===== src/design/execPkg.sv =====
// operation codes and field widths shared by every rtl file of the execution back end
package execPkg;

	// field widths
	localparam int opWidth = 4; // operation code width
	localparam int shamtWidth = 5; // low src2 bits used as shift amount

	// integer alu codes in the alu control field encoding
	localparam logic [opWidth-1:0] opAdd = 4'd0; // src1 + src2
	localparam logic [opWidth-1:0] opAnd = 4'd1; // bitwise and
	localparam logic [opWidth-1:0] opOr = 4'd2; // bitwise or
	localparam logic [opWidth-1:0] opXor = 4'd3; // bitwise xor
	localparam logic [opWidth-1:0] opSlt = 4'd4; // signed compare
	localparam logic [opWidth-1:0] opSltu = 4'd5; // unsigned compare
	localparam logic [opWidth-1:0] opSll = 4'd6; // shift left logical
	localparam logic [opWidth-1:0] opSrl = 4'd7; // shift right logical
	localparam logic [opWidth-1:0] opSub = 4'd8; // src1 - src2
	localparam logic [opWidth-1:0] opSra = 4'd9; // shift right, sign fill

	// multiplier code steers the head entry to the mul unit
	localparam logic [opWidth-1:0] opMul = 4'd10; // low word of signed product

	// codes 11..15 are undefined
	// the alu accepts them from the queue but raises no bus request
	// so the operation is retired silently without a broadcast

endpackage


===== src/design/alu.sv =====
// rv32 integer alu with a one-entry result slot that requests the common data bus
`timescale 1ns/10ps

module alu #(
	parameter int dataWidth = 32,
	parameter int tagWidth = 3
) (
	input logic clk,
	input logic rstN,
	input logic aluIssue, // dispatch strobe from issue queue
	input logic [execPkg::opWidth-1:0] issueOp,
	input logic [dataWidth-1:0] issueSrc1,
	input logic [dataWidth-1:0] issueSrc2,
	input logic [tagWidth-1:0] issueTag,
	input logic aluGrant, // bus arbiter took the slot
	output logic aluBusy,
	output logic aluReq,
	output logic [tagWidth-1:0] aluTag,
	output logic [dataWidth-1:0] aluData
);

	logic signed [dataWidth-1:0] srcA; // operands viewed as signed
	logic signed [dataWidth-1:0] srcB;
	logic [execPkg::shamtWidth-1:0] shamt; // only the low bits count
	logic [dataWidth-1:0] result;
	logic resultReq; // defined code, wants the bus
	logic slotFull;

	assign srcA = issueSrc1;
	assign srcB = issueSrc2;
	assign shamt = issueSrc2[execPkg::shamtWidth-1:0];

	// operation decode
	always_comb begin
		result = '0;
		resultReq = 1'b1;
		case (issueOp)
			execPkg::opAdd: result = srcA + srcB;
			execPkg::opAnd: result = srcA & srcB;
			execPkg::opOr: result = srcA | srcB;
			execPkg::opXor: result = srcA ^ srcB;
			execPkg::opSlt: result = {{(dataWidth-1){1'b0}}, srcA < srcB}; // signed
			execPkg::opSltu: result = {{(dataWidth-1){1'b0}}, issueSrc1 < issueSrc2};
			execPkg::opSll: result = issueSrc1 << shamt;
			execPkg::opSrl: result = issueSrc1 >> shamt; // zero fill
			execPkg::opSub: result = srcA - srcB;
			execPkg::opSra: result = srcA >>> shamt; // sign fill
			default: resultReq = 1'b0; // undefined, no bus request
		endcase
	end

	assign aluBusy = slotFull;
	assign aluReq = slotFull;

	always_ff @(posedge clk or negedge rstN) begin
		if (!rstN) begin
			slotFull <= 1'b0;
		end else begin
			if (aluGrant) slotFull <= 1'b0; // result moved to broadcast register
			if (aluIssue) slotFull <= resultReq; // undefined op leaves slot empty
		end
	end

	// result payload
	always_ff @(posedge clk) begin
		if (aluIssue) begin
			aluTag <= issueTag;
			aluData <= result;
		end
	end

endmodule


===== src/design/cdbArbiter.sv =====
// round-robin common data bus arbiter with a four-phase broadcast register
`timescale 1ns/10ps

module cdbArbiter #(
	parameter int dataWidth = 32,
	parameter int tagWidth = 3
) (
	input logic clk,
	input logic rstN,
	input logic aluReq,
	input logic [tagWidth-1:0] aluTag,
	input logic [dataWidth-1:0] aluData,
	input logic mulReq,
	input logic [tagWidth-1:0] mulTag,
	input logic [dataWidth-1:0] mulData,
	input logic cdbAck, // consumer acknowledge
	output logic aluGrant,
	output logic mulGrant,
	output logic cdbReq,
	output logic [tagWidth-1:0] cdbTag,
	output logic [dataWidth-1:0] cdbData
);

	typedef enum logic [1:0] {
		cdbIdle, // broadcast register empty
		cdbRequest, // holding req, waiting for ack
		cdbRelease // req dropped, waiting for ack low
	} cdbStateType;

	cdbStateType cdbState;
	logic aluFirst; // round-robin priority, alu wins ties when set
	logic anyGrant;

	// grants only while the broadcast register is empty
	assign aluGrant = (cdbState == cdbIdle) && aluReq && (aluFirst || !mulReq);
	assign mulGrant = (cdbState == cdbIdle) && mulReq && (!aluFirst || !aluReq);
	assign anyGrant = aluGrant || mulGrant;

	assign cdbReq = (cdbState == cdbRequest);

	always_ff @(posedge clk or negedge rstN) begin
		if (!rstN) begin
			cdbState <= cdbIdle;
			aluFirst <= 1'b1; // alu has priority after reset
		end else begin
			case (cdbState)
				cdbIdle: begin
					if (anyGrant) begin
						cdbState <= cdbRequest; // req rises next cycle
						aluFirst <= mulGrant; // loser goes first next time
					end
				end
				cdbRequest: begin
					if (cdbAck) cdbState <= cdbRelease;
				end
				cdbRelease: begin
					if (!cdbAck) cdbState <= cdbIdle; // handshake complete
				end
				default: cdbState <= cdbIdle;
			endcase
		end
	end

	// broadcast payload, stable while cdbReq is high
	always_ff @(posedge clk) begin
		if (aluGrant) begin
			cdbTag <= aluTag;
			cdbData <= aluData;
		end else if (mulGrant) begin
			cdbTag <= mulTag;
			cdbData <= mulData;
		end
	end

endmodule


===== src/design/execCluster.sv =====
// top level of the execution back end, wires issue queue, alu, multiplier and bus arbiter
`timescale 1ns/10ps

module execCluster #(
	parameter int dataWidth = 32,
	parameter int tagWidth = 3,
	parameter int queueDepth = 4 // power of two
) (
	input logic clk,
	input logic rstN,
	input logic inReq,
	input logic [execPkg::opWidth-1:0] inOp,
	input logic [dataWidth-1:0] inSrc1,
	input logic [dataWidth-1:0] inSrc2,
	input logic [tagWidth-1:0] inTag,
	input logic cdbAck,
	output logic inAck,
	output logic cdbReq,
	output logic [tagWidth-1:0] cdbTag,
	output logic [dataWidth-1:0] cdbData
);

	// shared issue bus
	logic aluIssue;
	logic mulIssue;
	logic [execPkg::opWidth-1:0] issueOp;
	logic [dataWidth-1:0] issueSrc1;
	logic [dataWidth-1:0] issueSrc2;
	logic [tagWidth-1:0] issueTag;
	// unit status and results
	logic aluBusy;
	logic aluReq;
	logic aluGrant;
	logic [tagWidth-1:0] aluTag;
	logic [dataWidth-1:0] aluData;
	logic mulReady;
	logic mulReq;
	logic mulGrant;
	logic [tagWidth-1:0] mulTag;
	logic [dataWidth-1:0] mulData;

	issueQueue #(.dataWidth(dataWidth), .tagWidth(tagWidth), .queueDepth(queueDepth)) queue (
		.clk, .rstN, .inReq, .inOp, .inSrc1, .inSrc2, .inTag, .aluBusy, .mulReady,
		.inAck, .aluIssue, .mulIssue, .issueOp, .issueSrc1, .issueSrc2, .issueTag
	);

	alu #(.dataWidth(dataWidth), .tagWidth(tagWidth)) intAlu (
		.clk, .rstN, .aluIssue, .issueOp, .issueSrc1, .issueSrc2, .issueTag, .aluGrant,
		.aluBusy, .aluReq, .aluTag, .aluData
	);

	mulUnit #(.dataWidth(dataWidth), .tagWidth(tagWidth)) mul (
		.clk, .rstN, .mulIssue, .issueSrc1, .issueSrc2, .issueTag, .mulGrant,
		.mulReady, .mulReq, .mulTag, .mulData
	);

	cdbArbiter #(.dataWidth(dataWidth), .tagWidth(tagWidth)) arbiter (
		.clk, .rstN, .aluReq, .aluTag, .aluData, .mulReq, .mulTag, .mulData, .cdbAck,
		.aluGrant, .mulGrant, .cdbReq, .cdbTag, .cdbData
	);

endmodule


===== src/design/issueQueue.sv =====
// in-order issue FIFO, takes tagged operations over a four-phase port and dispatches the head
`timescale 1ns/10ps

module issueQueue #(
	parameter int dataWidth = 32,
	parameter int tagWidth = 3,
	parameter int queueDepth = 4
) (
	input logic clk,
	input logic rstN,
	input logic inReq, // four-phase request from producer
	input logic [execPkg::opWidth-1:0] inOp,
	input logic [dataWidth-1:0] inSrc1,
	input logic [dataWidth-1:0] inSrc2,
	input logic [tagWidth-1:0] inTag,
	input logic aluBusy, // alu slot occupied
	input logic mulReady, // mul stage one can take an entry
	output logic inAck,
	output logic aluIssue, // one-cycle dispatch strobe to alu
	output logic mulIssue, // one-cycle dispatch strobe to mul
	output logic [execPkg::opWidth-1:0] issueOp,
	output logic [dataWidth-1:0] issueSrc1,
	output logic [dataWidth-1:0] issueSrc2,
	output logic [tagWidth-1:0] issueTag
);

	localparam int ptrWidth = $clog2(queueDepth); // depth is a power of two, pointers wrap
	localparam int cntWidth = $clog2(queueDepth + 1);

	typedef enum logic {hsIdle, hsAck} hsStateType;

	hsStateType hsState; // input handshake phase
	logic [ptrWidth-1:0] headPtr; // oldest entry
	logic [ptrWidth-1:0] tailPtr; // next free entry
	logic [cntWidth-1:0] count; // occupied entries
	logic [execPkg::opWidth-1:0] opMem [queueDepth];
	logic [dataWidth-1:0] src1Mem [queueDepth];
	logic [dataWidth-1:0] src2Mem [queueDepth];
	logic [tagWidth-1:0] tagMem [queueDepth];
	logic full;
	logic notEmpty;
	logic headIsMul;
	logic push;
	logic pop;

	assign full = (count == cntWidth'(queueDepth));
	assign notEmpty = (count != '0);
	assign push = (hsState == hsIdle) && inReq && !full; // accept on this edge
	assign inAck = (hsState == hsAck); // high one cycle after accept

	// head entry drives the shared issue bus
	assign issueOp = opMem[headPtr];
	assign issueSrc1 = src1Mem[headPtr];
	assign issueSrc2 = src2Mem[headPtr];
	assign issueTag = tagMem[headPtr];

	assign headIsMul = (issueOp == execPkg::opMul); // undefined codes fall to the alu
	assign aluIssue = notEmpty && !headIsMul && !aluBusy;
	assign mulIssue = notEmpty && headIsMul && mulReady;
	assign pop = aluIssue || mulIssue; // blocked head stalls everything behind it

	// entry storage, written at the tail
	always_ff @(posedge clk) begin
		if (push) begin
			opMem[tailPtr] <= inOp;
			src1Mem[tailPtr] <= inSrc1;
			src2Mem[tailPtr] <= inSrc2;
			tagMem[tailPtr] <= inTag;
		end
	end

	always_ff @(posedge clk or negedge rstN) begin
		if (!rstN) begin
			hsState <= hsIdle;
			headPtr <= '0;
			tailPtr <= '0;
			count <= '0;
		end else begin
			case (hsState)
				hsIdle: if (push) hsState <= hsAck; // full queue holds ack low
				hsAck: if (!inReq) hsState <= hsIdle; // drop ack after req release
				default: hsState <= hsIdle;
			endcase
			if (push) tailPtr <= tailPtr + 1'b1;
			if (pop) headPtr <= headPtr + 1'b1;
			case ({push, pop})
				2'b10: count <= count + 1'b1;
				2'b01: count <= count - 1'b1;
				default: count <= count; // idle or push and pop together
			endcase
		end
	end

endmodule


===== src/design/mulUnit.sv =====
// two-stage pipelined multiplier, low word of the signed product, held until the bus grant
`timescale 1ns/10ps

module mulUnit #(
	parameter int dataWidth = 32,
	parameter int tagWidth = 3
) (
	input logic clk,
	input logic rstN,
	input logic mulIssue, // dispatch strobe from issue queue
	input logic [dataWidth-1:0] issueSrc1,
	input logic [dataWidth-1:0] issueSrc2,
	input logic [tagWidth-1:0] issueTag,
	input logic mulGrant, // bus arbiter took stage two
	output logic mulReady,
	output logic mulReq,
	output logic [tagWidth-1:0] mulTag,
	output logic [dataWidth-1:0] mulData
);

	logic s1Valid; // stage one holds operands
	logic [dataWidth-1:0] s1Src1;
	logic [dataWidth-1:0] s1Src2;
	logic [tagWidth-1:0] s1Tag;
	logic s2Valid; // stage two holds product
	logic s2Free; // stage two can load this edge
	logic s1Free; // stage one can load this edge
	logic signed [2*dataWidth-1:0] fullProduct;

	// full signed product, only the low word is kept
	assign fullProduct = $signed(s1Src1) * $signed(s1Src2);

	assign s2Free = !s2Valid || mulGrant;
	assign s1Free = !s1Valid || s2Free; // held stage two holds stage one too
	assign mulReady = !(s1Valid && s2Valid); // two multiplies in flight max
	assign mulReq = s2Valid;

	always_ff @(posedge clk or negedge rstN) begin
		if (!rstN) begin
			s1Valid <= 1'b0;
			s2Valid <= 1'b0;
		end else begin
			if (s2Free) s2Valid <= s1Valid; // advance or drain
			if (s1Free) s1Valid <= mulIssue;
		end
	end

	// stage one operand capture
	always_ff @(posedge clk) begin
		if (s1Free && mulIssue) begin
			s1Src1 <= issueSrc1;
			s1Src2 <= issueSrc2;
			s1Tag <= issueTag;
		end
	end

	// stage two product register
	always_ff @(posedge clk) begin
		if (s2Free && s1Valid) begin
			mulData <= fullProduct[dataWidth-1:0];
			mulTag <= s1Tag;
		end
	end

endmodule


===== config.mk =====
export PLATFORM = sky130hd
export DESIGN_NAME = execCluster
export DESIGN_NICKNAME = d
export VERILOG_FILES = /design/src/design/execPkg.sv /design/src/design/alu.sv /design/src/design/cdbArbiter.sv /design/src/design/execCluster.sv /design/src/design/issueQueue.sv /design/src/design/mulUnit.sv
export SDC_FILE = /design/constraint.sdc
export NUM_CORES = 2
export LEC_CHECK = 0
export BUFFER_PORTS_ARGS = -buffer_cell sky130_fd_sc_hd__buf_2
export CAP_MARGIN = 20
export CORE_MARGIN = 3
export CORE_UTILIZATION = 65
export DETAILED_ROUTE_END_ITERATION = 8
export PLACE_DENSITY_LB_ADDON = 0.12
export SLEW_MARGIN = 20
export SYNTH_ARGS = -nofsm -noshare
export SYNTH_HDL_FRONTEND = slang
export SYNTH_SLANG_ARGS = --single-unit
export TNS_END_PERCENT = 30

===== constraint.sdc =====
create_clock -name clk -period 10.1 [get_ports clk]
set_clock_uncertainty 0.2 [all_clocks]
set_input_delay 0.505 -clock clk [delete_from_list [all_inputs] [get_ports clk]]
set_output_delay 0.505 -clock clk [all_outputs]
set_load 0.01 [all_outputs]

==> Word level (Yosys, flattened, before mapping) <==
Memory sizes are Yosys's and may differ from the RTL's.
Index checks and enable logic that the tools add are counted.
{ "word_totals": {"regBits": 186, "ram_bits": 284, "inputBits": 75, "output_inout_bits": 37, "memories": 4} }
{ "classes": {"addsub": 6, "n_mul": 1, "order_cmp": 2, "n_eq_ne": 18, "n_shift": 3, "mux": 17, "bitwise": 4, "reduce_logical": 35} }
{ "memory_table": {"columns": ["name", "words", "width", "rd", "rd_ports_with_merged_regs", "write_ports", "line_no", "text"], "rows": [
  ["queue.src1Mem", 4, 32, 1, 0, 1, "issueQueue.sv:37", "logic [dataWidth-1:0] src1Mem [queueDepth];"],
  ["queue.src2Mem", 4, 32, 1, 0, 1, "issueQueue.sv:38", "logic [dataWidth-1:0] src2Mem [queueDepth];"],
  ["queue.opMem", 4, 4, 1, 0, 1, "issueQueue.sv:36", "logic [execPkg::opWidth-1:0] opMem [queueDepth];"],
  ["queue.tagMem", 4, 3, 1, 0, 1, "issueQueue.sv:39", "logic [tagWidth-1:0] tagMem [queueDepth];"]
]} }
{ "ops": {"columns": ["cell", "n"], "rows": [
  ["$pmux 32 s10", 1],
  ["$lt 32x32->1", 2],
  ["$mux 32", 2],
  ["$add 32x32->32", 1],
  ["$and 32x32->32", 1],
  ["$mul 32x32->32", 1],
  ["$or 32x32->32", 1],
  ["$shl 32x5->32", 1],
  ["$shr 32x5->32", 1],
  ["$sshr 32x5->32", 1],
  ["$sub 32x32->32", 1],
  ["$xor 32x32->32", 1],
  ["$eq 4x3->1 const B", 4],
  ["$logic_and 1x1->1", 13],
  ["$eq 4x4->1 const B", 3],
  ["$reduce_or 10->1", 1],
  ["$eq 4x2->1 const B", 2],
  ["$logic_not 1->1", 7],
  ["$logic_or 1x1->1", 6],
  ["$mux 1", 6],
  ["$mux 2", 3],
  ["$mux 3", 2],
  ["$pmux 2 s3", 1],
  ["$pmux 3 s2", 1],
  ["other kinds (17)", 23]
]} }

==> Logic depth before layout (Yosys ltp) <==
An unclocked memory read counts as a cell.
{ "logic_depth": {"word_depth": 8, "ltp_mapped": 28} }

==> Cells and area by module <==
Synthesis repeated with hierarchy kept, for this count alone.
{ "unflattened": {"hier_cells": 3837, "area_unflattened_um2": 42180.5} }
{ "modules_own_cells": {"columns": ["mod", "n_inst", "cells_each", "area_per_inst_um2", "seq_area_each_um2"], "rows": [
  ["mulUnit", 1, 1923, 19463.7, 3113.0],
  ["issueQueue", 1, 420, 10722.8, 8728.4],
  ["alu", 1, 1404, 10228.6, 1076.0],
  ["cdbArbiter", 1, 90, 1765.4, 1127.3]
]} }

==> Least setup slack after synthesis <==
OpenSTA, ideal clock, no wires.
{ "synth_timing": {"kind": "register to register", "start": "register mul.s1Src1[12]", "end": "register mul.mulData[31] (data pin)", "setup_time_ns": 0.260, "arrival_ns": 6.793, "t_required_ns": 9.640, "slack_ns": 2.847, "path_stages_with_launch": 25, "n_path_buf": 2, "synth_period_minus_slack_ns": 7.253, "cell_sequence": "edfxtp_1 clkbuf_1 clkbuf_1 and2_1 fa_1 fa_1 fa_1 inv_1 fa_1 inv_1 fa_1 inv_1 fa_1 inv_1 fa_1 fa_1 ha_1 nor2_1 a211oi_1 a221oi_1 a21oi_1 o41a_1 a211o_1 a21oi_1 xnor2_1"} }
{ "synth_between": {"elab_chain_cells": 1} }
{ "synth_lines": {"columns": ["element", "line_no", "text"], "rows": [
  ["from (decl)", "mulUnit.sv:22", "logic [dataWidth-1:0] s1Src1;"],
  ["from (signal assigned)", "mulUnit.sv:51", "s1Src1 <= issueSrc1;"],
  ["$mul 32x32->32", "mulUnit.sv:31", "assign fullProduct = $signed(s1Src1) * $signed(s1Src2);"],
  ["named net mul.fullProduct[31]", "mulUnit.sv:28", "logic signed [2*dataWidth-1:0] fullProduct;"],
  ["to (signal assigned)", "mulUnit.sv:60", "mulData <= fullProduct[dataWidth-1:0];"],
  ["to (decl)", "mulUnit.sv:18", "output logic [dataWidth-1:0] mulData"]
]} }
The timed path passes the listed nets, and every way through them passes these cells.
A chain may end at the register's enable or synchronous reset.

==> Worst setup path in the final report <==
{ "layout_timing": {"start": "register mul.s1Src2[7]", "end": "register mul.mulData[31] (data pin)"} }
{ "layout_between": {"elab_chain_cells": 1} }
{ "layout_lines": {"columns": ["element", "line_no", "text"], "rows": [
  ["from (decl)", "mulUnit.sv:23", "logic [dataWidth-1:0] s1Src2;"],
  ["from (signal assigned)", "mulUnit.sv:52", "s1Src2 <= issueSrc2;"],
  ["$mul 32x32->32", "mulUnit.sv:31", null],
  ["named net mul.fullProduct[31]", "mulUnit.sv:28", null]
]} }
The timed path passes the listed nets, and every way through them passes these cells.

==> summary.txt <==
Outcome = completed
Total length of routed wires = 126 mm
Final RePlAce weighted congestion = 1.00
Worst stage delay on the critical path = 1100 ps
GRT Residual Overflow = 0
Register area = 14100 um^2
Cells after DPL = 4536
Count of non-filler cells in the finished layout = 4704
Total die area = 66000 um^2
Count of distinct cell types in the synthesized netlist = 79
Async S/R FF share, synth = 0.0298
Overall global routing resource usage = 0.386
CTS sink count = 470
Required time reported for the critical path endpoint = 10230 ps
Post-layout min period = 8900 ps
Startpoint Class = flip-flop
Clock transition at path regs = 70 ps
Most prevalent standard cell on the critical path = fa_1
Area growth from synthesis to layout = 8.56%
CP Cell Sequence = and2_1, fa_1, fa_1, fa_1, inv_1, fa_1, inv_1, ha_1, ha_1, fa_1, inv_1, fa_1, inv_1, ha_1, a21o_1, a221oi_1, o31ai_1, a221oi_1, a21oi_1, o41a_1, a211o_1, a21oi_1, xnor2_1
Measured slew at the worst slew-check pin = 1180 ps
Post-Route Setup TNS = 0 ps
Worst-case reg-to-reg path depth = 23
Largest fanout on the critical path = 25
Post-synthesis area per instance = 10.9 um^2
Area occupied by multi-input gates = 24100 um^2
Clock tree root driver cell = clkbuf_16
Post-route DRC violation count = 0
Antenna violation net count after detailed routing = 0
Number of instances in the synthesized netlist = 3743
Arr. time, crit path = 9030 ps
Kind of critical path = flip-flop to flip-flop
Proportion of layout cells with a drive suffix above 1 = 0.104
Core outline area = 62100 um^2
Crit end category = flip-flop
Antenna violations before repair = 6
Number of global-route vias before repair = 31900
Final Cell Area = 44500 um^2
Headroom to the max-slew limit = 0.216
Fillers = 4361
Max-slew violations = 0
CTS tree = built
Total via count after detailed routing = 30000
IO Count = 112
Endpoints failing setup = 0
Placed instance area = 42100 um^2
Die Y-Extent = 257 um
Maximum clock insertion buffer count = 3
Inserted Clock Buffers = 48
Wire length of the first global-routing pass = 191 mm
Register area share after synthesis = 0.343
# nets final = 4561
Total of flip-flops plus latches after synthesis = 470
Syn nets = 4481
Kind of path behind the tightest hold check = input port to asynchronous set/reset pin
Number of H-tree levels = 2
Total half-perimeter wirelength after legalization and detailed placement = 92.5 mm
Clock latency of the later-clocked register in the worst-skew pair = 650 ps
Number of hold violations in the final report = 0
Number of flops mapped to enable cells by yosys = 456
Setup repair after global routing missed its margin = false
First DRT Iteration DRCs = 2990
Cell area after synthesis = 41000 um^2
Slowest-stage cell, CP = edfxtp_1
Maximum number of pins on one net before global-route repair = 70
Count of yosys warnings during synthesis = 0
Period utilization = 0.881
Buffers inserted by post-CTS timing repair = 0
Row Count = 91
Via/cell ratio = 6.38
R2R Path End = mul.mulData[31]
Port Buffer Count = 111
Max cap viols = 0
Achievable Freq = 0.112 GHz
Post-detailed-route wirelength per cell = 26.7 um
Register-to-Register Setup Slack = 1200 ps
DRT Pass-1 Iters = 7
Width of the die = 257 um
Post-synth top flop = edfxtp_1
Starting Density = 0.660
Beginning of the worst register-to-register path = mul.s1Src2[7]
==> routing by layer <==
layer  up-vias  wire, um  global-route usage
li1      12800         -                   -
met1     15000     45500               0.479
met2      1665     60000               0.630
met3       485     11000              0.0726
met4         0      9180               0.240
met5         -         0                   0
==> how the worst max path moves through the flow <==
stage	from	end	cells past startpoint
2_1_floorplan	mul.s1Src1[12]	mul.mulData[31]	24
3_3_place_gp	mul.s1Src2[2]	mul.mulData[30]	23
3_5_place_dp	mul.s1Src2[6]	mul.mulData[31]	23
4_1_cts	mul.s1Src2[6]	mul.mulData[31]	23
5_1_grt	mul.s1Src2[7]	mul.mulData[31]	23
6_report	mul.s1Src2[7]	mul.mulData[31]	23
==> state kept, by name, indices dropped and copies added, names as in the netlist, 12 cells and up <==
register,flops
mul.s1Src1,32
queue.src1Mem,128
mul.s1Src2,32
queue.opMem,16
arbiter.cdbData,32
mul.mulData,32
queue.src2Mem,128
intAlu.aluData,32
queue.tagMem,12
==> layout make-up <==
| cell class | count | area share |
|---|---|---|
| Antenna cell | 5 | 0.000281 |
| Clock buffer | 62 | 0.0282 |
| Clock inverter | 27 | 0.00797 |
| Multi-Input combinational cell | 2550 | 0.542 |
| Tap cell | 837 | 0.0236 |
| Sequential cell | 470 | 0.316 |
| Timing Repair Buffer | 237 | 0.0379 |
| Inverter | 516 | 0.0436 |
==> layout by cell type (no fill, tap or decap), types with 11 or more instances in the layout <==
cell type and instances:
inv_1 510, edfxtp_1 456, fa_1 411, and2_1 339
nand2_1 333, ha_1 252, nor2_1 177, a21oi_1 156
buf_2 111, o21ai_0 106, mux2i_1 92, xnor2_1 75
dlygate4sd3_1 74, mux4_2 67, mux2_2 59, buf_4 52
clkbuf_16 48, a211oi_1 40, o22ai_1 33, a21o_1 31
nand3_1 29, o211ai_1 23, xor2_1 22, nor3_1 22
nand2b_1 20, a31oi_1 19, o21bai_1 19, o221ai_1 19
a221oi_1 16, o21a_1 14, clkbuf_1 14, clkinv_1 12
a221o_1 11, dfrtp_1 11
==> cells in the mapped netlist, types with 8 or more instances <==
library cell  count  area share
a221oi_1         16      0.0034
and2_1          344       0.053
o22ai_1          33      0.0050
mux4_2           68       0.037
o221ai_1         19      0.0041
nor2b_1          10      0.0015
edfxtp_1        456        0.33
mux2_2           59       0.016
a221o_1          11      0.0027
a211oi_1         41      0.0075
nand2b_1         20      0.0031
a21o_1           31      0.0057
ha_1            252       0.077
xnor2_1          75       0.016
buf_1            13      0.0012
nand2_1         333       0.031
xor2_1           22      0.0047
clkbuf_1        150       0.014
a31oi_1          19      0.0029
o211ai_1         23      0.0042
or2_2             9      0.0014
o21ai_0         106       0.013
mux2i_1          92       0.022
a211o_1          10      0.0021
nand3_1          30      0.0037
buf_2            33      0.0040
dfrtp_1          13      0.0079
o21ai_1           9      0.0011
o21bai_1         19      0.0035
a21oi_1         156       0.019
nor3_1           22      0.0027
fa_1            411        0.20
nand4_1           9      0.0014
a31o_2            8      0.0017
o21a_1           15      0.0027
inv_1           510       0.047
nor2_1          177       0.016
==> metrics by stage <==
stage                util  setup WS, ps  hold WS (ps)
floorplan               -          2850          9.41
CTS                 0.716          1340           114
global route        0.716          1080           186
global placement    0.678          1650           203
finish              0.716          1200           162
detailed placement  0.678          1400           205
==> critical path, delay by kind of cell (launching register included) <==
| kind | cells | cell delay [ps] |
|---|---|---|
| buffers and inverters | 4 | 200 |
| adders and majority gates | 9 | 3850 |
| xor gates and xnor gates | 1 | 80 |
| DFF | 1 | 1100 |
| AOI/OAI and AO/OA | 8 | 2880 |
| and+or+nand+nor | 1 | 270 |
==> cell families after synthesis <==
group | after synthesis | share of synthesized area
fa+ha+maj | 663 | 0.278
simple gates | 984 | 0.118
xor+xnor | 97 | 0.0207
flops | 470 | 0.343
mux | 220 | 0.0767
buf+inv | 723 | 0.0694
compound gates | 586 | 0.0942
==> timing repair <==
| item | 4_1_cts | 5_1_grt |
|---|---|---|
| resized for setup | 0 | 0 |
| hold endpoints to repair | 301 | 0 |
| hold buffers | 74 | 0 |
| endpoints found under the setup margin | 0 | 0 |
Power is left out: the tool's default activity adds up to more than one toggle a clock period on the data nets, which glitch-free logic cannot reach.
